$ cat config.mk
export PLATFORM = sky130hd
export DESIGN_NAME = xalu_result_buf
export DESIGN_NICKNAME = d
export VERILOG_FILES = /design/src/xalu_pkg.sv /design/src/xalu_result_buf.sv
export SDC_FILE = /design/constraint.sdc
export NUM_CORES = 1
export LEC_CHECK = 0
export BUFFER_PORTS_ARGS = -buffer_cell sky130_fd_sc_hd__buf_4
export CAP_MARGIN = 40
export CORE_ASPECT_RATIO = 1.2
export CORE_MARGIN = 2
export CORE_UTILIZATION = 63
export DETAILED_ROUTE_END_ITERATION = 12
export HOLD_SLACK_MARGIN = 0.08
export MAX_ROUTING_LAYER = met4
export PLACE_DENSITY = 0.92
export SLEW_MARGIN = 20
export SYNTH_ARGS = -nofsm -noshare
export SYNTH_HDL_FRONTEND = slang
export SYNTH_SLANG_ARGS = --single-unit
$ cat constraint.sdc
create_clock -name gclk -period 8.5 [get_ports gclk]
set_input_delay 0.85 -clock gclk [delete_from_list [all_inputs] [get_ports gclk]]
set_output_delay 0.85 -clock gclk [all_outputs]
set_load 0.01 [all_outputs]
$ cat src/xalu_pkg.sv
// shared types and widths for the extended alu front end
// operation codes, word, result and queued request formats

`default_nettype none

package xalu_pkg;

  // ----------------------------------------------------------
  // widths
  // ----------------------------------------------------------
  localparam int DATA_W = 32;  // operand / result width
  localparam int TID_W  = 3;   // thread id width, >= log2 of thread count

  // ----------------------------------------------------------
  // operation codes
  // ----------------------------------------------------------
  typedef enum logic [2:0] {
    op_umul = 3'd0,  // unsigned 32x32, high word to y
    op_smul = 3'd1,  // signed 32x32
    op_sll  = 3'd2,  // logical left
    op_srl  = 3'd3,  // logical right
    op_sra  = 3'd4,  // arithmetic right
    op_udiv = 3'd5,  // unsigned divide, remainder to y
    op_sdiv = 3'd6   // signed divide, overflow on min / -1
  } xalu_op_e;

  typedef logic [DATA_W-1:0] xalu_word_t;

  // ----------------------------------------------------------
  // result and request formats
  // ----------------------------------------------------------

  // result word as kept in the per-thread table, 67 bits
  typedef struct packed {
    xalu_word_t res;  // main result, quotient for divides
    xalu_word_t y;    // product high word or remainder
    logic       n;    // negative
    logic       z;    // zero
    logic       v;    // divide overflow
  } xalu_res_t;

  // queued request, one FIFO entry
  typedef struct packed {
    logic [TID_W-1:0] tid;  // issuing thread
    xalu_op_e         op;
    xalu_word_t       op1;
    xalu_word_t       op2;
  } xalu_req_t;

endpackage

`default_nettype wire

$ cat src/xalu_result_buf.sv
// per-thread result table and ready bits
// writeback arbitration, mul has priority over div

`timescale 1ns/1ps
`default_nettype none

module xalu_result_buf #(
  parameter int NTHREAD = 8
) (
  input  bit                       gclk,
  input  bit                       rst,
  input  bit                       clr_en,   // new request, thread not ready
  input  bit [xalu_pkg::TID_W-1:0] clr_tid,
  input  bit                       mul_done,
  input  bit [xalu_pkg::TID_W-1:0] mul_tid,
  input  xalu_pkg::xalu_res_t      mul_res,
  input  bit                       div_done,
  input  bit [xalu_pkg::TID_W-1:0] div_tid,
  input  xalu_pkg::xalu_res_t      div_res,
  output bit                       div_ack,  // div write accepted this cycle
  input  bit [xalu_pkg::TID_W-1:0] rd_tid,
  output bit                       rd_ready,
  output xalu_pkg::xalu_res_t      rd_res
);

  xalu_pkg::xalu_res_t        res_mem [NTHREAD];  // one result per thread
  logic [NTHREAD-1:0]         ready;
  logic                       wr_en;
  logic [xalu_pkg::TID_W-1:0] wr_tid;
  xalu_pkg::xalu_res_t        wr_res;

  // ----------------------------------------------------------
  // write port arbitration
  // ----------------------------------------------------------
  assign div_ack = div_done && !mul_done;  // div waits behind mul
  assign wr_en   = mul_done || div_ack;
  assign wr_tid  = mul_done ? mul_tid : div_tid;
  assign wr_res  = mul_done ? mul_res : div_res;

  // combinational read for the top
  assign rd_ready = ready[rd_tid];
  assign rd_res   = res_mem[rd_tid];

  always_ff @(posedge gclk) begin
    if (wr_en) res_mem[wr_tid] <= wr_res;
  end

  // ready bits
  always_ff @(posedge gclk) begin
    if (rst) begin
      ready <= '0;
    end else begin
      if (clr_en) ready[clr_tid] <= 1'b0;
      if (wr_en)  ready[wr_tid]  <= 1'b1;
    end
  end

  // a thread issues again only after collecting, so no overlap
  a_clr_wr_tid : assert property (@(posedge gclk) disable iff (rst)
    !(clr_en && wr_en && (clr_tid == wr_tid)));

endmodule

`default_nettype wire

Word-level counts from Yosys, hierarchy flattened. Memory sizes are Yosys's and may differ from the RTL's. Index checks and enable logic that the tools add are counted.

Add/sub/neg operators: 0. Multiply operators: 0. Div/mod/pow operators: 0. Order comparisons: 5. Eq/ne operators: 0. Shift operators: 0. Muxes and demuxes: 13. Bitwise logic cells: 3. Reduce and logical (&&, ||, !) cells: 5.

Operator list (number): 2-to-1 mux 67 bit (1); 2-to-1 mux 8 bit (3); < comparator 3 x 4 -> 1 bit (second input constant) (3); AND 8 bit (1); NOT 8 bit (1); OR 8 bit (1); demux 1 bit (select 3 bit) (2); greater-or-equal comparator 3 x 1 -> 1 bit (second input constant) (2); 2-to-1 mux 1 bit (5); binary-select mux 1 bit (select 3 bit) (1); logical AND 1 bit (3); 2-to-1 mux 3 bit (1); zero test 1 bit (1); logical OR 1 bit (1).

Bits in registers: 8. Bits in latches: 0. Memory bits (writable): 536. Memory bits (read-only): 0. Bits of input ports: 151. Output and inout bits: 69. Logic and storage cells: 28. Memories kept: 1.

Memories: res_mem (depth 8, bits a word 67, read ports 1, clocked after memory_dff 0, wr ports 1, RTL line xalu_result_buf.sv:26) `xalu_pkg::xalu_res_t res_mem [NTHREAD];`.

Longest topological paths before layout.
Depth in word-level cells: 10. Gate-level depth with buffers: 5. Depth with buffers taken out: 3.

Least setup slack after synthesis. Ideal clock, no wire load.

Path type: input to register. Start: in mul_done. End: mem res_mem[0][0] (netlist bit), enable pin. Library setup time: 0.421 ns. Arrival time: 2.969 ns. Data required time: 8.079 ns. Setup slack: 5.110 ns. Stages on the path: 5. Buffers on the path: 2. Path through: clkbuf_1 -> clkbuf_1 -> nor3b_1 -> o22ai_1 -> inv_1.

Longest elaborated chain between the ends: 5. Elaborated cells on any way between the ends: 6. Those cells by class: mux (3); reduce/logical (3).

RTL lines: start: declaration (RTL line xalu_result_buf.sv:14) `input bit mul_done,`; zero test 1 bit (RTL line xalu_result_buf.sv:35) `assign div_ack = div_done && !mul_done;`; logical AND 1 bit (RTL line xalu_result_buf.sv:35); logical OR 1 bit (RTL line xalu_result_buf.sv:36) `assign wr_en = mul_done || div_ack;`; 2-to-1 mux 1 bit (RTL line xalu_result_buf.sv:45) `if (wr_en) res_mem[wr_tid] <= wr_res;`; 2-to-1 mux 1 bit (not written as such) (RTL line xalu_result_buf.sv:45); end: declaration (RTL line xalu_result_buf.sv:26).

Several ways; a longest one is shown, not always the timed one.

==> impl_metrics.yaml <==
sta:
  fmaxAchievable_mhz: 249
  final.setup_skew_ns: 0
  period_minus_slack_ns: 4.01
  finalMaxSlewViolations: 0
  maxSlewHeadroom_pct: 44.0
  post-route-period-util_pct: 47.2
  worst_pin_slew_ns: 0.840
  finalSetupTns_ns: 0
  setup_viol: 0
  hold_viol_final: 0
  rsz0062_at_grt: "no"
floorplan:
  start_util_pct: 64.3
  pin_count: 220
  fp.coreArea_um2: 33200
  fp.dieH_um: 206
  dieArea_um2: 35400
  dieWidth_um: 172
  rows: 73
critical_path:
  crit_top_cell: "buf_4"
  cp_slowest_cell: "mux4_2"
  critPathBufInv: 4
  critical_path_required_ns: 7.65
  cp_data_arrival_time_ns: 3.16
  critPathKind: "primary input to output pin"
  cp-start-kind: "primary input"
  crit_fanout: 58
  crit_family: "buffers and inverters"
  critPathCaptureType: "output pin"
  cp_slowest_stage_delay_ns: 0.56
  crit_chain: "buf_8 -> buf_4 -> buf_16 -> mux4_2 -> mux2_2 -> buf_4"
final_layout:
  fin_area_um2: 25100
  fillers: 1735
  drive_gt1_share_pct: 48.9
  multiInputGateArea_um2: 4840
  final_util_pct: 75.4
  areaGrowthSynthToFinish_pct: 17.2
  diodes: 0
  final_nets: 1304
  seq_area_um2: 16300
power:
  peakVddDrop_mv: 0.202
  p_seq_share_pct: 55.4
  cellPowerDensity_nw_per_um2: 227
  power.share.clock_pct: 35.6
  switchingPower_mw: 1.19
  p_int_mw: 4.51
  netSwitchingFraction_pct: 20.9
  combPwrFrac_pct: 9.0
  leakage_nw: 8.37
logic_synthesis:
  async_flop_share_pct: 0
  synth_cell_types: 22
  synthTopCellsByCount: "edfxtp_1, mux4_2, mux2_2"
  ys.flop_type: "edfxtp_1"
  ys_seq_area_share_pct: 76.0
  synth.cell_area_um2: 21400
  synth_fp_nets: 1064
  ys_ff_latch: 544
  yosys_warnings: 0
  yosys-top-cells-area: "edfxtp_1, mux4_2, mux2_2"
  syn_inst: 913
  avgSynthCellArea_um2: 23.4
  synth.most_common_cell: "edfxtp_1"
  synth_area_leader_cell: "edfxtp_1"
  synth_edf_count: 536
  synth_top_area_share_pct: 75.3
global_route:
  grt_pass1_vias: 10800
  grt_pass1_wl_um: 63900
  antenna_found_initial: 0
  grt_start_max_net_pins: 62
  track_usage_pct: 25.9
  grt_remaining_overflow: 0
clock_network:
  cts_sinks: 544
  cts_root_buffer: "clkbuf_16"
  cts.clk_slew.worst_paths_ns: 0.06
  hold_buffers: 0
  cts_tree: "built"
  cts_inserted_buffers: 48
  cts_buffer_depth: 3
  postCtsSetupBuffers: 0
  clk_latency_ns: 0.55
  cts_max_level: 2
  postCtsResizedCells: 0
run_status:
  outcome: "complete, no violations"
job:
  cap_violations: 0
drt:
  post_drt_via_cell_ratio: 6.28
  vias: 10300
  drt_iter0_drc: 1208
  detail_route.wl_per_cell_um: 26.6
  ant_nets: 0
  drc: 0
  drt-total-wl_um: 43600
  first_pass_iters: 5
place:
  dpl_cell_area_um2: 23600
  gp_congestion: 0.774
  dp_hpwl_um: 24500
  portBuffers: 219
min_path:
  hp-class: "register to register"
==> area by class of cell <==
cell class                 count  share of cell area [%]
inverter                       8                   0.160
sequential                   544                    64.9
clock inverter                21                   0.619
tap                          450                    2.25
timing repair buffer         238                    7.61
clock buffer                  63                    5.18
multi-input combinational    313                    19.3
==> worst reg2reg max path, cell delays in order (launching register included) <==
cell and delay (ns):
dfxtp_1 0.36, o21ai_0 0.11, a21oi_1 0.21
==> power groups by stage <==
stage | Combinational [mW] | Clock, mW | Sequential, mW
CTS | 0.518 | 2.05 | 3.16
floorplan | 0.301 | 0 | 3.19
detailed placement | 0.512 | 0 | 3.21
global route | 0.546 | 2.14 | 3.16
finish | 0.514 | 2.03 | 3.16
global placement | 0.488 | 0 | 3.19
==> per-layer routing <==
layer | wire (µm) | part of all wire, % | global-route usage, %
met5 | 0 | 0 | -
met2 | 23400 | 54 | 44.3
met4 | 974 | 2.2 | 7.59
met1 | 16300 | 37 | 32.8
met3 | 2940 | 6.7 | 3.92
==> sequential cells by signal, summed over array words and instances, names as in the netlist <==
| register | flops |
|---|---|
| res_mem | 536 |
| ready | 8 |
==> cell usage in the layout (no fill, tap or decap), drive strengths merged <==
master	synthesis	final
a21oi	8	8
and2	1	1
and3	1	1
and3b	4	4
buf	32	238
bufinv	0	2
clkbuf	16	63
clkinv	0	23
clkinvlp	0	4
dfxtp	8	8
edfxtp	536	536
mux2	135	135
mux4	136	136
nand2	2	2
nand2b	3	3
nor2b	2	2
nor3	1	1
nor3b	4	4
o21ai	6	6
o22ai	8	8
o31ai	2	2
==> logic make-up (layout without fill, tap and decap cells) <==
family | after synthesis | after routing | share of synthesized area [%]
flip-flops | 544 | 544 | 76.0
AO/OA/AOI/OAI | 24 | 24 | 0.632
buffers and inverters | 56 | 330 | 1.34
multiplexers | 271 | 271 | 21.4
AND/OR/NAND/NOR | 18 | 18 | 0.568
==> path summary, 6_finish.rpt <==
path                        from  slack (ns)  cells after the start                  end
min reg2reg  ready[0]$_SDFF_PP0_        0.48                      2  ready[0]$_SDFF_PP0_
min          ready[0]$_SDFF_PP0_        0.48                      2  ready[0]$_SDFF_PP0_
max                    rd_tid[0]        4.49                      6            rd_res[5]
max reg2reg  ready[6]$_SDFF_PP0_        7.73                      2  ready[6]$_SDFF_PP0_
==> per-stage QoR <==
stage	hold WS (ns)	instances	setup slack [ns]	total power, mW
floorplan	0.445	913	5.11	3.49
CTS	0.474	1636	4.39	5.73
finish	0.481	1637	4.49	5.70
detailed placement	0.460	1552	4.42	3.72
global route	0.515	1637	4.28	5.86
global placement	0.457	1546	4.33	3.68
No activity file was read; power rests on OpenSTA's default activity.
