--- config.mk ---
export PLATFORM = sky130hd
export DESIGN_NAME = xalu_in_fifo
export DESIGN_NICKNAME = d
export VERILOG_FILES = /design/src/xalu_pkg.sv /design/src/xalu_in_fifo.sv
export SDC_FILE = /design/constraint.sdc
export NUM_CORES = 1
export LEC_CHECK = 0
export BUFFER_PORTS_ARGS = -buffer_cell sky130_fd_sc_hd__buf_2
export CAP_MARGIN = 20
export CORE_UTILIZATION = 40
export CTS_CLUSTER_SIZE = 8
export DETAILED_ROUTE_END_ITERATION = 8
export PLACE_DENSITY_LB_ADDON = 0.3
export REMOVE_ABC_BUFFERS = 1
export SETUP_SLACK_MARGIN = 0.5
export SYNTH_ARGS = -nofsm -noshare
export SYNTH_HDL_FRONTEND = slang
export SYNTH_SLANG_ARGS = --single-unit
export TNS_END_PERCENT = 50
--- constraint.sdc ---
create_clock -name gclk -period 5.8 [get_ports gclk]
set_input_delay 0.58 -clock gclk [delete_from_list [all_inputs] [get_ports gclk]]
set_output_delay 0.58 -clock gclk [all_outputs]
set_load 0.05 [all_outputs]
--- src/xalu_pkg.sv ---
// shared types and widths for the extended alu front end
// operation codes, word, result and queued request formats

`default_nettype none

package xalu_pkg;

  // ----------------------------------------------------------
  // widths
  // ----------------------------------------------------------
  localparam int DATA_W = 32;  // operand / result width
  localparam int TID_W  = 3;   // thread id width, >= log2 of thread count

  // ----------------------------------------------------------
  // operation codes
  // ----------------------------------------------------------
  typedef enum logic [2:0] {
    op_umul = 3'd0,  // unsigned 32x32, high word to y
    op_smul = 3'd1,  // signed 32x32
    op_sll  = 3'd2,  // logical left
    op_srl  = 3'd3,  // logical right
    op_sra  = 3'd4,  // arithmetic right
    op_udiv = 3'd5,  // unsigned divide, remainder to y
    op_sdiv = 3'd6   // signed divide, overflow on min / -1
  } xalu_op_e;

  typedef logic [DATA_W-1:0] xalu_word_t;

  // ----------------------------------------------------------
  // result and request formats
  // ----------------------------------------------------------

  // result word as kept in the per-thread table, 67 bits
  typedef struct packed {
    xalu_word_t res;  // main result, quotient for divides
    xalu_word_t y;    // product high word or remainder
    logic       n;    // negative
    logic       z;    // zero
    logic       v;    // divide overflow
  } xalu_res_t;

  // queued request, one FIFO entry
  typedef struct packed {
    logic [TID_W-1:0] tid;  // issuing thread
    xalu_op_e         op;
    xalu_word_t       op1;
    xalu_word_t       op2;
  } xalu_req_t;

endpackage

`default_nettype wire

--- src/xalu_in_fifo.sv ---
// request FIFO, one entry per thread
// circular buffer with head/tail pointers and a last-op-was-read bit

`timescale 1ns/1ps
`default_nettype none

module xalu_in_fifo #(
  parameter int NTHREAD = 8
) (
  input  bit                  gclk,
  input  bit                  rst,
  input  bit                  wr_en,   // push from request decode
  input  xalu_pkg::xalu_req_t wr_req,
  input  bit                  rd_en,   // pop from the unit
  output bit                  rd_valid,
  output xalu_pkg::xalu_req_t rd_req
);

  localparam int PTR_W = $clog2(NTHREAD);

  xalu_pkg::xalu_req_t mem [NTHREAD];  // payload storage
  logic [PTR_W-1:0]    head;           // next entry to read
  logic [PTR_W-1:0]    tail;           // next entry to write
  logic                last_read;      // 1: pointers equal means empty
  logic                full;
  logic                empty;

  assign empty    = (head == tail) && last_read;
  assign full     = (head == tail) && !last_read;
  assign rd_valid = !empty;
  assign rd_req   = mem[head];  // async read of the head entry

  // pointers and full/empty tracking
  always_ff @(posedge gclk) begin
    if (rst) begin
      head      <= '0;
      tail      <= '0;
      last_read <= 1'b1;  // starts empty
    end else begin
      if (wr_en) tail <= tail + 1'b1;  // wraps, depth is a power of two
      if (rd_en) head <= head + 1'b1;
      if (wr_en && !rd_en)
        last_read <= 1'b0;
      else if (rd_en)
        last_read <= 1'b1;
    end
  end

  always_ff @(posedge gclk) begin
    if (wr_en) mem[tail] <= wr_req;
  end

  // one op per thread in flight, so depth NTHREAD is never exceeded
  a_no_overflow : assert property (@(posedge gclk) disable iff (rst) !(wr_en && full));
  a_no_underflow : assert property (@(posedge gclk) disable iff (rst) !(rd_en && empty));

endmodule

`default_nettype wire

== Yosys cells after proc, flatten, opt, wreduce, memory -nomap -nowiden ==
Memories as Yosys holds them, arrays and structs flattened. A register that Yosys moved wholly into a read port is not among the register bits.
Index checks and enable logic that the tools add are counted.
Cells by class
  reductions and logical operators: 5
  multiplexer cells: 6
  eq/ne operators: 1
  add/subtract/negate cells: 2
Operators with widths (count)
  3-bit by 1-bit adder with 3-bit output (second input constant): 2
  3-bit two-way mux: 2
  1-bit two-way mux: 4
  3-bit equality test: 1
  1-bit logical AND: 2
  1-bit zero test: 2
  2-bit nonzero test: 1
Storage, ports and cells
  memories: 1
  logic and storage cells: 18
  bits in writable memories: 560
  register bits after elaboration: 7
  output and inout bits: 71
Memory list
  mem: words 8, width 70, rd ports 1, clocked after Yosys merged registers in 1, write ports 1, line xalu_in_fifo.sv:21  | xalu_pkg::xalu_req_t mem [NTHREAD];

== Depth between registers and ports, before layout ==
  depth after elaboration: 3
  depth in mapped cells: 5
  mapped depth without buffers: 3

== Least setup slack after synthesis ==
OpenSTA, ideal clock, no wires.
  path type: input-to-reg
  start point: input port wr_en
  end point: memory mem[0][0] (netlist bit) (enable)
  path slack: -0.228 ns
  buffers on the path: 0
  cell stages on the path: 2
  library setup time: 0.584 ns
  required time: 5.216 ns
  arrival time: 5.443 ns
  cell sequence: nand2b_1 -> nor3_1
Between the ends
  word-level cells in the longest chain between the ends: 2
RTL lines
  from (decl): line xalu_in_fifo.sv:12  | input bit wr_en,
  1-bit two-way mux: line xalu_in_fifo.sv:50  | if (wr_en) mem[tail] <= wr_req;
  1-bit two-way mux (implied by the code): line xalu_in_fifo.sv:50
  to (decl): line xalu_in_fifo.sv:21
No other way between the ends.

==> metrics.log <==
INFO  metric pin_slew_with_the_least_headroom_to_its_limit = 1.01 ns
INFO  metric totalPowerFinal = 9.55 mW
INFO  metric yosys_register_bits = 570
INFO  metric yosysMostFrequentCell = sky130_fd_sc_hd__edfxtp_1
INFO  metric synthCells = 858
INFO  metric crit_arrival = 3.20 ns
INFO  metric post-route-cell-area = 25100 µm²
INFO  metric final_weighted_congestion_in_routability_driven_placement = 0.682
INFO  metric area_share_of_the_largest_cell_type_after_synthesis = 0.784
INFO  metric drt-vias-per-instance = 5.30
INFO  metric fmax = 0.265 GHz
INFO  metric swShare = 0.221
INFO  metric area_delta_synth_final = 17.3%
INFO  metric clock_insertion_delay_worst_skew = 0.58 ns
INFO  metric regToRegSetupSlack = 3.30 ns
INFO  metric final_layout_size_suffix_gt1_frac = 0.434
INFO  metric hold_class = in2reg
INFO  metric ys_types = 21
INFO  metric cp-start-kind = register
INFO  metric routed-via-count = 9368
INFO  metric multiInputGateArea = 4220 µm²
INFO  metric post-route-min-period = 3.78 ns
INFO  metric dpl-instance-area = 23000 µm²
INFO  metric fin_skew = 0.0170 ns
INFO  metric wire_length_of_the_first_global_routing_pass = 62900 µm
INFO  metric global_route.overflow_total = 0
INFO  metric number_of_gates_given_a_new_drive_strength_after_cts = 0
INFO  metric leakage = 7.99 nW
INFO  metric post_synth_instance_area = 21400 µm²
INFO  metric synth_async_sr_flop_share = 0
INFO  metric drv_slew = 0
INFO  metric clkSinkCount = 570
INFO  metric grt_pass1_vias = 10.1k
INFO  metric die_w = 234 µm
INFO  metric worstSetupEndpointType = primary output
INFO  metric intPower = 7.44 mW
INFO  metric rows = 84
INFO  metric post_route_clock_period_utilization = 0.651
INFO  metric status = complete, but fails checks
INFO  metric initial_core_util = 0.406
INFO  metric report.final.hold_viol_count = 0
INFO  metric critical_path.reg2reg.endpoint = mem[0][11]
INFO  metric routed_wirelength = 42300 µm
INFO  metric worstSetupPathType = reg2out
INFO  metric cp_cell_sequence = buf_12 > mux4_2 > mux2_2 > buf_2
INFO  metric combPwrFrac = 0.088
INFO  metric cpLargestDelayFamily = flip-flops
INFO  metric r2r_start = tail[0]
INFO  metric placeableCoreArea = 52800 µm²
INFO  metric worstPathRequired = 5.22 ns
INFO  metric count_of_boundary_i_o_pins = 145
INFO  metric crit_fanout = 49
INFO  metric floorplan.die.height = 234 µm
INFO  metric dieArea = 54500 µm²
INFO  metric share_of_total_power_in_the_clock_network = 0.422
INFO  metric regArea = 17000 µm²
INFO  metric nFillCells = 4280
INFO  metric postSynthAreaPerCell = 25.0 µm²
INFO  metric cts_max_path_bufs = 3
INFO  metric postRouteAntennaNets = 0
INFO  metric cp.buffers_inverters = 2
INFO  metric power.density = 380 nW/µm²
INFO  metric post-route-drc-count = 16
INFO  metric antenna_found_initial = 5
INFO  metric dpl.cell_count = 1668
INFO  metric hpwlAfterDp = 21600 µm
INFO  metric violated_checks = design-rule violations
INFO  metric max-vdd-ir-drop = 0.000163 V
INFO  metric final_net_count = 1139
INFO  metric share_seq_of_total_power = 0.490
INFO  metric cpPeakStageDelay = 0.96 ns
INFO  metric slew_headroom = 0.328
INFO  metric avgRoutedWirePerCell = 24.0 µm
INFO  metric final-instance-count-excl-fill = 1767
INFO  metric ys_top_cells_by_area = sky130_fd_sc_hd__edfxtp_1 (78%), sky130_fd_sc_hd__mux4_2 (15%), sky130_fd_sc_hd__mux2_2 (3.7%)
INFO  metric crit_end = rd_req[5]
INFO  metric tritoncts = yes
INFO  metric setup_repair_after_global_routing_missed_its_margin = false
INFO  metric htree_levels = 3
INFO  metric clock_tree.root_cell = sky130_fd_sc_hd__clkbuf_16
INFO  metric max_cap_violations = 0
INFO  metric cts_buffers = 81
INFO  metric clock_pin_slew_on_the_worst_setup_and_hold_paths = 0.05 ns
INFO  metric detailedRoute.firstPassIterationCount = 6
INFO  metric overall_routing_resource_usage = 0.161
INFO  metric cpMaxStageDelayCell = sky130_fd_sc_hd__dfxtp_4
INFO  metric synth_ff_type = sky130_fd_sc_hd__edfxtp_1
INFO  metric r2r_worst_path_depth = 4
INFO  metric synth-edff-count = 560
INFO  metric proportion_of_synthesized_chip_area_in_sequential_cells = 0.794
INFO  metric synth_area_leader_cell = sky130_fd_sc_hd__edfxtp_1
INFO  metric worst-path-stages = 4
INFO  metric first_iteration_detailed_routing_drc_count = 579
INFO  metric cts_hold_repair.buffers = 0
INFO  metric cts_setup_buffers = 0
INFO  metric portBuffers = 144
INFO  metric antenna_cells = 0
INFO  metric syn_warnings = 0
INFO  metric p_switching = 2.11 mW
INFO  metric largest_net_degree_at_the_start_of_global_routing = 89
INFO  metric finalSetupViolations = 0
INFO  metric ys_top_cells_by_count = sky130_fd_sc_hd__edfxtp_1 (560), sky130_fd_sc_hd__mux4_2 (140), sky130_fd_sc_hd__mux2_2 (70)
## worst reg2reg max path: cells and delay by family, from the launching register on
kind	cells	cell delay [ns]
buf+inv	2	1.27
flops	1	0.35
simple gates	2	0.51
## logic make-up after synthesis
logic type                 synth area share
adders and majority gates           0.00117
DFF                                   0.794
and+or+nand+nor                     0.00490
xor gates and xnor gates            0.00163
buffers and inverters                0.0120
AOI/OAI and AO/OA                   0.00187
muxes                                 0.185
## power groups by stage
stage	combinational, mW	clock, mW	sequential (mW)
after floorplan	0.627	0	4.78
after global placement	0.851	0	4.76
after detailed placement	0.858	0	4.76
after CTS	0.859	4.14	4.68
after global routing	0.892	4.29	4.69
final	0.840	4.03	4.68
## layout by cell type (no fill, tap or decap), types with 3 or more instances in the layout
cell / n
sky130_fd_sc_hd__edfxtp_1: 560
sky130_fd_sc_hd__buf_2: 144
sky130_fd_sc_hd__mux4_2: 140
sky130_fd_sc_hd__clkbuf_16: 81
sky130_fd_sc_hd__mux2_2: 70
sky130_fd_sc_hd__clkbuf_1: 16
sky130_fd_sc_hd__buf_4: 15
sky130_fd_sc_hd__dfxtp_1: 7
sky130_fd_sc_hd__nor2_4: 6
sky130_fd_sc_hd__nor2_1: 5
sky130_fd_sc_hd__nand2b_1: 4
sky130_fd_sc_hd__xnor2_1: 4
sky130_fd_sc_hd__buf_12: 4
sky130_fd_sc_hd__a21oi_1: 3
sky130_fd_sc_hd__dfxtp_4: 3
## registers in the layout (all words and copies together), names as in the netlist, named ones only
signal and count:
head 3, last_read 1, mem 560, tail 3
## per-layer routing
layer	GRT usage	up-vias	wire, µm
li1	-	4051	-
met1	0.217	5023	18800
met3	0.0394	80	2190
met2	0.251	204	20400
met4	0.0631	10	920
met5	0	-	67
## per-stage QoR
step	hold WS [ns]	TNS, ns	setup slack, ns	utilization
floorplan	0.431	-143.34	-1.61	-
global placement	0.442	0	2.53	0.436
detailed placement	0.458	0	2.54	0.436
CTS	0.214	0	1.87	0.477
global route	0.235	0	1.77	0.477
finish	0.262	0	2.02	0.477
## cell type report
class	count	share of cell area
Sequential cell	570	0.677
Multi-Input combinational cell	246	0.168
Clock buffer	97	0.0830
Timing Repair Buffer	163	0.0363
Tap cell	688	0.0342
Clock inverter	2	0.00134
Inverter	1	0.000149
## worst min-delay path by stage
stage / from / slack (ns) / end / cells past startpoint
CTS: rst / 0.21 / tail[0] / 2
global placement: last_read / 0.44 / last_read / 2
global route: wr_req[38] / 0.24 / mem[1][38] / 1
detailed placement: last_read / 0.46 / last_read / 2
finish: rst / 0.26 / tail[0] / 2
floorplan: last_read / 0.43 / last_read / 2
(Power assumes the default switching activity.)
