$ cat config.mk
export PLATFORM = sky130hd
export DESIGN_NAME = xalu_div
export DESIGN_NICKNAME = d
export VERILOG_FILES = /design/src/xalu_pkg.sv /design/src/xalu_div.sv
export SDC_FILE = /design/constraint.sdc
export NUM_CORES = 1
export LEC_CHECK = 0
export ABC_AREA = 1
export BUFFER_PORTS_ARGS = -buffer_cell sky130_fd_sc_hd__buf_2
export CAP_MARGIN = 20
export CORE_MARGIN = 8
export CORE_UTILIZATION = 45
export DETAILED_ROUTE_END_ITERATION = 6
export PLACE_DENSITY = 0.67
export RECOVER_POWER = 100
export SLEW_MARGIN = 20
export SYNTH_ARGS = -nofsm -noshare
export SYNTH_HDL_FRONTEND = slang
export SYNTH_SLANG_ARGS = --single-unit
$ cat constraint.sdc
create_clock -name gclk -period 3.4 [get_ports gclk]
set_input_delay 0 -clock gclk [delete_from_list [all_inputs] [get_ports gclk]]
set_output_delay 0 -clock gclk [all_outputs]
set_load 0.01 [all_outputs]
$ cat src/xalu_pkg.sv
// shared types and widths for the extended alu front end
// operation codes, word, result and queued request formats

`default_nettype none

package xalu_pkg;

  // ----------------------------------------------------------
  // widths
  // ----------------------------------------------------------
  localparam int DATA_W = 32;  // operand / result width
  localparam int TID_W  = 3;   // thread id width, >= log2 of thread count

  // ----------------------------------------------------------
  // operation codes
  // ----------------------------------------------------------
  typedef enum logic [2:0] {
    op_umul = 3'd0,  // unsigned 32x32, high word to y
    op_smul = 3'd1,  // signed 32x32
    op_sll  = 3'd2,  // logical left
    op_srl  = 3'd3,  // logical right
    op_sra  = 3'd4,  // arithmetic right
    op_udiv = 3'd5,  // unsigned divide, remainder to y
    op_sdiv = 3'd6   // signed divide, overflow on min / -1
  } xalu_op_e;

  typedef logic [DATA_W-1:0] xalu_word_t;

  // ----------------------------------------------------------
  // result and request formats
  // ----------------------------------------------------------

  // result word as kept in the per-thread table, 67 bits
  typedef struct packed {
    xalu_word_t res;  // main result, quotient for divides
    xalu_word_t y;    // product high word or remainder
    logic       n;    // negative
    logic       z;    // zero
    logic       v;    // divide overflow
  } xalu_res_t;

  // queued request, one FIFO entry
  typedef struct packed {
    logic [TID_W-1:0] tid;  // issuing thread
    xalu_op_e         op;
    xalu_word_t       op1;
    xalu_word_t       op2;
  } xalu_req_t;

endpackage

`default_nettype wire

$ cat src/xalu_div.sv
// iterative restoring divider, signed and unsigned
// setup, DATA_W shift-subtract steps, sign fix, hold until ack

`timescale 1ns/1ps
`default_nettype none

module xalu_div (
  input  bit                       gclk,
  input  bit                       rst,
  input  bit                       rd_valid,
  input  xalu_pkg::xalu_req_t      rd_req,
  output bit                       rd_en,
  input  bit                       div_ack,   // result table took the write
  output bit                       done,
  output bit [xalu_pkg::TID_W-1:0] done_tid,
  output xalu_pkg::xalu_res_t      done_res
);

  localparam int W     = xalu_pkg::DATA_W;
  localparam int CNT_W = $clog2(W);

  typedef enum logic [1:0] {s_idle, s_run, s_fix, s_hold} div_state_e;

  div_state_e          state;
  xalu_pkg::xalu_word_t quo;   // dividend shifts out, quotient shifts in
  xalu_pkg::xalu_word_t rem;   // partial remainder
  xalu_pkg::xalu_word_t dvs;   // divisor magnitude
  logic [CNT_W-1:0]    cnt;
  logic                neg_q, neg_r, ovf;
  logic                sgn_div;
  xalu_pkg::xalu_word_t mag1, mag2;
  logic [W:0]          trial;  // extra bit is the borrow
  xalu_pkg::xalu_word_t q_fix, r_fix;

  assign rd_en   = (state == s_idle) && rd_valid;  // pop only when idle
  assign done    = (state == s_hold);
  assign sgn_div = (rd_req.op == xalu_pkg::op_sdiv);
  assign mag1    = (sgn_div && rd_req.op1[W-1]) ? -rd_req.op1 : rd_req.op1;
  assign mag2    = (sgn_div && rd_req.op2[W-1]) ? -rd_req.op2 : rd_req.op2;
  assign trial   = {rem, quo[W-1]} - {1'b0, dvs};
  assign q_fix   = neg_q ? -quo : quo;
  assign r_fix   = neg_r ? -rem : rem;  // remainder follows op1 sign

  // ----------------------------------------------------------
  // control FSM
  // ----------------------------------------------------------
  always_ff @(posedge gclk) begin
    if (rst) begin
      state <= s_idle;
    end else begin
      case (state)
        s_idle: if (rd_en) state <= s_run;
        s_run:  if (cnt == CNT_W'(W - 1)) state <= s_fix;
        s_fix:  state <= s_hold;
        s_hold: if (div_ack) state <= s_idle;  // wait out mul writebacks
        default: state <= s_idle;
      endcase
    end
  end

  // datapath
  always_ff @(posedge gclk) begin
    case (state)
      s_idle: begin
        quo      <= mag1;
        rem      <= '0;
        dvs      <= mag2;
        cnt      <= '0;
        neg_q    <= sgn_div && (rd_req.op1[W-1] ^ rd_req.op2[W-1]);
        neg_r    <= sgn_div && rd_req.op1[W-1];
        ovf      <= sgn_div && (rd_req.op1 == {1'b1, {(W-1){1'b0}}}) && (&rd_req.op2);
        done_tid <= rd_req.tid;
      end
      s_run: begin
        if (!trial[W]) begin  // no borrow, keep the difference
          rem <= trial[W-1:0];
          quo <= {quo[W-2:0], 1'b1};
        end else begin
          rem <= {rem[W-2:0], quo[W-1]};
          quo <= {quo[W-2:0], 1'b0};
        end
        cnt <= cnt + 1'b1;
      end
      s_fix: begin
        done_res.res <= q_fix;  // min / -1 already yields min here
        done_res.y   <= r_fix;
        done_res.n   <= q_fix[W-1];
        done_res.z   <= (q_fix == '0);
        done_res.v   <= ovf;
      end
      default: ;  // hold keeps the result
    endcase
  end

  // divide by zero is filtered at request decode
  a_no_zero_div : assert property (@(posedge gclk) disable iff (rst) rd_en |-> (rd_req.op2 != '0));

endmodule

`default_nettype wire

# ---- Word-level counts from Yosys, hierarchy flattened
# Cells that the tools add are included.
dict set report classes {
  mux 13
  n_eq_ne 9
  add_sub_neg 6
  bitwise 1
  reduce_logical 11
}
# cell count
set ops {}
lappend ops {{$mux 32} 5}
lappend ops {{$neg 32->32} 4}
lappend ops {{$pmux 32 s2} 2}
lappend ops {{$sub 33x32->33} 1}
lappend ops {{$eq 32x32->1 const B} 1}
lappend ops {{$logic_not 32->1} 1}
lappend ops {{$reduce_and 32->1} 1}
lappend ops {{$pmux 5 s2} 1}
lappend ops {{$pmux 2 s4} 1}
lappend ops {{$logic_and 1x1->1} 6}
lappend ops {{$mux 2} 3}
lappend ops {{$ne 2x2->1 const B} 3}
lappend ops {{$add 5x1->5 const B} 1}
lappend ops {{$eq 5x5->1 const B} 1}
lappend ops {{$eq 2x2->1 const B} 2}
lappend ops {{$eq 3x3->1 const B} 1}
lappend ops {{$reduce_and 3->1} 1}
lappend ops {{$eq 2x1->1 const B} 1}
lappend ops {{$logic_not 2->1} 1}
lappend ops {{$reduce_bool 2->1} 1}
lappend ops {{$mux 1} 1}
lappend ops {{$xor 1x1->1} 1}
dict set report totals {
  word_cells 54
  regBits 176
  output_inout_bits 72
}

# ---- Logic depth before layout (Yosys ltp)
# Gate-level depths: netlist of run 1.
dict set report logic_depth {
  depth_word 4
  depth_mapped 16
  mapped_depth_nobuf 15
}

# ---- Worst setup path after synthesis of run 1
# No wires, ideal clock.
dict set report synth_path {
  path_kind {register to register}
  start {register state[0]}
  end {register cnt[0] (enable)}
  stages_incl_launch_ff 5
  setup_time_ps 429
  arrival_ps 3089
  setup_slack_ps -118
  period_less_slack_ps 3518
  path_cell_list {dfxtp_1 > inv_1 > ha_1 > inv_1 > nand2_1}
}
dict set report synth_via {
  elab_chain_cells 2
  elab_cells_between_ends 3
  cone_classes {eq/ne: 1; reduce/logical: 2}
}
# element line
set synth_rtl {}
lappend synth_rtl {{start: declaration} xalu_div.sv:24} ;# div_state_e state;
lappend synth_rtl {{start signal: assignment} xalu_div.sv:49} ;# state <= s_idle;
lappend synth_rtl {{start signal: assignment} xalu_div.sv:52} ;# s_idle: if (rd_en) state <= s_run;
lappend synth_rtl {{start signal: assignment} xalu_div.sv:53} ;# s_run: if (cnt == CNT_W'(W - 1)) state <= s_fix;
lappend synth_rtl {{$eq 2x1->1 or $logic_not 2->1 (tied branches)} xalu_div.sv:63} ;# case (state)
lappend synth_rtl {{$reduce_bool 2->1 (no source line) *} -}
lappend synth_rtl {{end signal: assignment} xalu_div.sv:82} ;# cnt <= cnt + 1'b1;
lappend synth_rtl {{end: declaration} xalu_div.sv:28} ;# logic [CNT_W-1:0] cnt;
# Mark *: on every way between the ends. The rest lies on a longest branch, timed or not.
# A chain may end at the register's enable or synchronous reset.

# ---- Final worst setup path of run 1
dict set report layout_path {
  start {register quo[31]}
  end {register rem[25] (data pin)}
}
dict set report layout_via {
  elab_chain_cells 3
}
# element line
set layout_rtl {}
lappend layout_rtl {{start: declaration} xalu_div.sv:25} ;# xalu_pkg::xalu_word_t quo;
lappend layout_rtl {{start signal: assignment} xalu_div.sv:65} ;# quo <= mag1;
lappend layout_rtl {{start signal: assignment} xalu_div.sv:77} ;# quo <= {quo[W-2:0], 1'b1};
lappend layout_rtl {{start signal: assignment} xalu_div.sv:80} ;# quo <= {quo[W-2:0], 1'b0};
lappend layout_rtl {{$sub 33x32->33} xalu_div.sv:40} ;# assign trial = {rem, quo[W-1]} - {1'b0, dvs};
lappend layout_rtl {{$mux 32} xalu_div.sv:75} ;# if (!trial[W]) begin
lappend layout_rtl {{$pmux 32 s2} xalu_div.sv:63}
lappend layout_rtl {{end signal: assignment} xalu_div.sv:76} ;# rem <= trial[W-1:0];
lappend layout_rtl {{end signal: assignment} xalu_div.sv:79} ;# rem <= {rem[W-2:0], quo[W-1]};
lappend layout_rtl {{end: declaration} xalu_div.sv:26} ;# xalu_pkg::xalu_word_t rem;
# Every way passes these cells.

==> flow_metrics.tcl, run 1 <==
set metrics [dict create \
    status "finished, final reports clean" \
    cts.clk_slew.worst_paths_ns 0.07 \
    synth.largest_area_cell "edfxtp_1" \
    pwr-share-seq_pct 33.3 \
    max_freq_ghz 0.3492 \
    syn-num-nets 1850 \
    pwr-share-clk_pct 13.7 \
    drc 0 \
    cts.sinks 175 \
    switching_share_pct 48.37 \
    internal_power_uw 7230 \
    worstSetupStartpointType "flop" \
    leakagePower_uw 0.006908 \
    ios 146 \
    drt_iter0_drc 1055 \
    ys_ff_latch 175 \
    setup_violations 0 \
    overflow 0 \
    worstPathRequired_ns 3.60 \
    use_met3_pct 3.562 \
    io_buffers 145 \
    synthesis.instances 1731 \
    holdWs_ns 0.01698 \
    final-seq-area_sq_mm 0.005235 \
    design_area_sq_mm 0.01464 \
    die_w_um 183.1 \
    ys_seq_area_share_pct 41.69 \
    max_slew_margin_pct 17.30 \
    die_area_sq_mm 0.03351 \
    met1_usage_pct 31.21 \
    use_met2_pct 29.50 \
    cap_violations 0 \
    critPathKind "flop to flop" \
    critPathCapture "rem[25]" \
    grt_pass1_vias 10693 \
    diodes 0 \
    r2r_end "rem[25]" \
    final_core_util_pct 52.98 \
    arrival_ns 3.06 \
    gp_congestion 0.8984 \
    netSwitchingPower_uw 6772 \
    fillerInstances 2718 \
    peakVddDrop_v 0.0005790 \
    core_area_sq_mm 0.02763 \
    finalMaxSlewViolations 0 \
    finalWirelength_mm 34.29 \
    num_vias 11570 \
    syn_to_final_growth_pct 16.55 \
    hp-class "input pin to flop" \
    fp.dieH_um 183.1 \
    cts_root_buf "clkbuf_16" \
    grt_pass1_wl_mm 55.13 \
    rows 61 \
    p_per_area_mw_per_mm2 956.7 \
    detail-route-antenna-nets 0 \
    route.detailed.wl_per_inst_um 14.79 \
    ys_top_cells_by_area "edfxtp_1 (41%), nand2_1 (14%), inv_1 (8.0%), nor2_1 (8.0%), nand3_1 (5.9%)" \
    crit_path_max_fanout 17 \
    antenna_found_initial 0 \
    synth_cell_types 45 \
    grt_max_degree 60 \
    grt_setup_unrepaired "false" \
    dp_hpwl_mm 27.29 \
    fin_nets 2046 \
    grt_usage_pct 20.45 \
    layout-drive-gt1-share_pct 6.546 \
    cts_buffers 17 \
    synth_area_sq_mm 0.01256 \
    post_dp_cell_area_sq_mm 0.01371 \
    min_period_ns 2.864 \
    drt_pre_antenna_iters 5 \
    finalHoldViolCount 0 \
    end_kind "flop" \
    r2r_setup_slack_ns 0.54 \
    fin_skew_ns 0.02352 \
    clock_latency_ns 0.45 \
    cts_tree "done" \
    busiest_layer "met1" \
    vias_per_cell 4.991 \
    synth_area_per_cell_sq_um 7.255 \
    fin_setup_tns_ns 0 \
    startpoint "quo[31]" \
    htree_levels 4 \
    tightestPinTransition_ns 1.240 \
    yosys_warnings 0 \
    yosysTopAreaCellShare_pct 41.37 \
    multi_input_area_sq_mm 0.006135 \
    initial_core_util_pct 45.45 \
    r2r_cells 14 \
    finalCritPeriodShare_pct 84.23 \
    clock_path_buffers 2 \
    combinationalPowerShare_pct 53.0 \
    r2r-start "quo[31]" \
]
-- sequential cells by signal, indices dropped and copies added (netlist names), 2 cells and up --
name,count
done_res,66
cnt,5
state,2
dvs,32
done_tid,3
quo,32
rem,32
-- cell usage after synthesis (all sizes together) --
master,n
nand3b,11
nand3,151
ha,44
o31ai,1
or2,2
o221ai,1
nor2,269
a31oi,5
buf,16
o21a,1
a21o,2
a211oi,2
nor4,7
xnor2,14
inv,273
nand4,23
o21ai,78
fa,1
nand2,488
a22oi,1
o21bai,3
and2,1
edfxtp,173
clkinv,1
o22ai,1
xor2,57
a21oi,66
nor3,21
o211ai,2
clkbuf,14
dfxtp,2
-- worst min path at each step --
stage | cells past startpoint | slack (ns) | endpoint | startpoint
floorplan | 1 | 0.08 | state[0] | rst
global placement | 1 | 0.18 | done_tid[1] | rd_req[68]
detailed placement | 1 | 0.18 | done_tid[2] | rd_req[69]
CTS | 3 | 0.003 | dvs[20] | rd_req[20]
global route | 3 | 0.02 | dvs[20] | rd_req[20]
finish | 3 | 0.02 | dvs[20] | rd_req[20]
-- layer usage --
layer | up-vias | part of all wire (%)
met3 | 21 | 7.7
met2 | 417 | 40
met5 | - | 0
met1 | 5163 | 51
li1 | 5969 | -
met4 | 0 | 1.1
-- stage by stage --
step / std cells / setup slack [ns] / total power [uW]
5_1_grt: 2318 / 0.2555 / 15240
6_report: 2318 / 0.5363 / 14000
3_5_place_dp: 2235 / 0.6518 / 12080
4_1_cts: 2318 / 0.6393 / 14060
2_1_floorplan: 1731 / 0.4940 / 9943
3_3_place_gp: 2235 / 0.7457 / 11980
-- final cells by class --
| cell class | instances | share of cell area [%] |
|---|---|---|
| Inverter | 274 | 7.027 |
| Tap cell | 378 | 3.231 |
| Multi-Input combinational cell | 1252 | 41.91 |
| Clock inverter | 14 | 0.9318 |
| Clock buffer | 18 | 2.932 |
| Timing Repair Buffer | 207 | 8.198 |
| Sequential cell | 175 | 35.77 |
-- critical path, stage by stage (launching register included) --
cell and delay, ns:
edfxtp_1 0.38, inv_1 0.07, ha_1 0.22, fa_1 0.41
nand3b_1 0.19, nand2_1 0.13, nand2_1 0.06, nand2_1 0.13
nand2_1 0.08, nand2_1 0.10, nand2_1 0.14, nand3_2 0.30
nand2_4 0.19, nor2_1 0.16, nor2_1 0.06
-- power groups by stage --
stage                     clock [uW]  combinational, uW  sequential (uW)
after detailed placement           0               7420             4660
after global routing            2020               8440             4780
after global placement             0               7350             4630
after CTS                       1940               7510             4620
final                           1910               7430             4660
after floorplan                    0               5430             4510
-- cell families after synthesis --
| logic type | count (synthesis) | share of synthesized area [%] |
|---|---|---|
| DFF | 175 | 41.69 |
| adders and majority gates | 45 | 4.543 |
| and+or+nand+nor | 973 | 32.48 |
| xor gates and xnor gates | 71 | 4.952 |
| AOI/OAI and AO/OA | 163 | 6.974 |
| buffers and inverters | 304 | 9.365 |
-- layout by cell type (no fill, tap or decap), types with 4 or more instances in the layout --
| master | netlist | routed |
|---|---|---|
| clkbuf_1 | 14 | 80 |
| buf_2 | 10 | 70 |
| inv_6 | 0 | 4 |
| nor4_1 | 7 | 7 |
| nand4_1 | 23 | 23 |
| dlygate4sd3_1 | 0 | 51 |
| clkbuf_16 | 0 | 17 |
| a31oi_1 | 5 | 5 |
| xnor2_1 | 14 | 14 |
| nand2_4 | 5 | 5 |
| nand2_1 | 479 | 481 |
| clkbuf_2 | 0 | 4 |
| xor2_1 | 57 | 57 |
| ha_1 | 44 | 44 |
| nand3_1 | 148 | 148 |
| a21oi_1 | 63 | 63 |
| nor3_1 | 18 | 19 |
| nand3b_1 | 11 | 11 |
| edfxtp_1 | 173 | 173 |
| inv_1 | 269 | 270 |
| o21ai_0 | 76 | 76 |
| nor2_1 | 267 | 268 |
-- timing repair --
item | in CTS | in global routing
setup buffers | 0 | 0
hold endpoints to repair | 48 | 0
gates resized for setup | 0 | 0
hold buffers | 51 | 0
Note: power is estimated with default switching activity, not from simulation.
==> run 2: changes to the inputs <==
--- a/config.mk
+++ b/config.mk
@@ -11,7 +11,6 @@
 export CORE_MARGIN = 8
 export CORE_UTILIZATION = 45
 export DETAILED_ROUTE_END_ITERATION = 6
-export PLACE_DENSITY = 0.67
 export RECOVER_POWER = 100
 export SLEW_MARGIN = 20
 export SYNTH_ARGS = -nofsm -noshare
==> constraint.sdc (replaced) <==
create_clock -name gclk -period 2.8 [get_ports gclk]
set_input_delay 0 -clock gclk [delete_from_list [all_inputs] [get_ports gclk]]
set_output_delay 0 -clock gclk [all_outputs]
set_load 0.01 [all_outputs]
==> run 2 against run 1 <==
Compared with the run above:
- routed wire length increased by 2.1%
- register-to-register slack got worse by 0.41 ns
- die area stayed put
- via count is 1.1% higher
- global-route usage is 0.23 points higher
- sequential share of layout area shrank 0.58 points
- final cell count is 0.73% higher
- combinational power increased by 27%
- non-clock buffer count up 16
- critical endpoint is now rem[21]
- largest cell class unchanged
==> flow_metrics.tcl, run 2 (same netlist as run 1, synthesis figures left out) <==
set metrics [dict create \
    max_freq_ghz 0.3743 \
    vias_per_cell 5.009 \
    fin_skew_ns 0.01035 \
    status "finished, final reports clean" \
    largest_reg_flops 66 \
    hp-class "input pin to flop" \
    drt_pre_antenna_iters 5 \
    clock_latency_ns 0.44 \
    grt_max_degree 70 \
    dp_hpwl_mm 27.75 \
    cts_buffers 17 \
    tightestPinTransition_ns 1.456 \
    r2r_setup_slack_ns 0.13 \
    grt_pass1_vias 10636 \
    gp_congestion 0.9293 \
    grt_usage_pct 20.68 \
    end_kind "flop" \
    detail-route-antenna-nets 0 \
    worst_slack_ns 0.1283 \
    die_area_sq_mm 0.03351 \
    cts.sinks 175 \
    grt_setup_unrepaired "false" \
    arrival_ns 2.87 \
    antenna_found_initial 0 \
    worstPathRequired_ns 3.00 \
    cap_violations 0 \
    rows 61 \
    peakVddDrop_v 0.0007109 \
    cts.clk_slew.worst_paths_ns 0.07 \
    instances_no_fill 2335 \
    fp.dieH_um 183.1 \
    overflow 0 \
    cts_tree "done" \
    drt_iter0_drc 1137 \
    worstSetupStartpointType "flop" \
    finalCritPeriodShare_pct 95.42 \
    design_area_sq_mm 0.01488 \
    critPathSlowestCell "edfxtp_1" \
    max_stage_delay_ns 0.50 \
    post_dp_cell_area_sq_mm 0.01387 \
    route.detailed.wl_per_inst_um 14.99 \
    leakagePower_uw 0.007021 \
    setup_violations 0 \
    finalWirelength_mm 35.00 \
    finalMaxSlewViolations 0 \
    fin_setup_tns_ns 0 \
    regMostFlops "done_res" \
    htree_levels 4 \
    core_area_sq_mm 0.02763 \
    grt_pass1_wl_mm 55.28 \
    max_slew_margin_pct 2.966 \
    mostFrequentLayoutCell "nand2_1" \
    num_vias 11696 \
    diodes 0 \
    fin_nets 2063 \
    die_w_um 183.1 \
    crit_path_max_fanout 17 \
    critPathKind "flop to flop" \
    place_ws_ns 0.1684 \
    p_per_area_mw_per_mm2 1186 \
    io_buffers 145 \
    initial_core_util_pct 45.45 \
    finalHoldViolCount 0 \
    min_period_ns 2.672 \
    path_cells "ha_1, a21oi_1, o21ai_1, nand2_1, nand2_1, a21oi_4, nand2_4, nand2_4, nand2_8, nor2_1, nor2_1" \
    ios 146 \
    syn_to_final_growth_pct 18.47 \
    clock_path_buffers 2 \
    drc 0 \
    layout-drive-gt1-share_pct 7.511 \
    final_cell_mix "nand2_1 (477), inv_1 (270), nor2_1 (267)" \
    cts_root_buf "clkbuf_16" \
    dp.cells 2252 \
]
run 2: changes by cell type in the layout (fill, tap and decap cells not counted), sizes merged:
cell	previous run	this run
clkbuf	101	107
inv	278	276
nand3	151	152
clkinv	8	3
bufinv	1	4
buf	73	87
clkinvlp	1	3
dlygate4sd3	51	49
run 2: path summary, 6_finish.rpt:
kind             start     endpoint  cells after the start
max reg2reg    rem[26]      rem[21]                     11
min reg2reg        ovf  done_res[0]                      0
max            rem[26]      rem[21]                     11
min          rd_req[7]       dvs[7]                      3
run 2: cell type report:
class / count / area (sq um)
Clock buffer: 20 / 446.7
Clock inverter: 12 / 181.4
Fill cell: 2745 / 12750
Inverter: 274 / 1028
Multi-Input combinational cell: 1253 / 6200
Sequential cell: 175 / 5235
Tap cell: 378 / 473.0
Timing Repair Buffer: 223 / 1314
run 2: metrics by stage:
step	hold slack [ns]	util [%]	total power (uW)
floorplan	0.07847	-	12070
global placement	0.1779	50.19	14860
detailed placement	0.1787	50.19	14970
CTS	0.0004577	54.24	17640
global route	0.02919	53.85	19160
finish	0.01478	53.85	17640
run 2: metal layers:
metal | part of all wire, % | GRT usage (%)
met5 | 0 | 0
met4 | 1.6 | 6.116
met3 | 7.5 | 3.245
met2 | 39 | 28.11
met1 | 52 | 32.67
run 2: repair_timing:
action	in CTS	in global routing
hold buffers	49	0
resized for setup	0	6
endpoints found under the hold margin	46	0
endpoints found under the setup margin	0	28
buffers inserted	0	1
run 2: where the power goes:
group / leakage, uW / switching (uW) / internal (uW)
Clock: 0.000299 / 1060 / 1530
Combinational: 0.00499 / 6410 / 3030
Sequential: 0.00173 / 888 / 4720
run 2: critical path: cells and delay by family, from the launching register on:
family | cells | cell delay (ns)
compound gates | 3 | 0.67
fa+ha+maj | 1 | 0.43
simple gates | 7 | 0.82
flops | 1 | 0.50
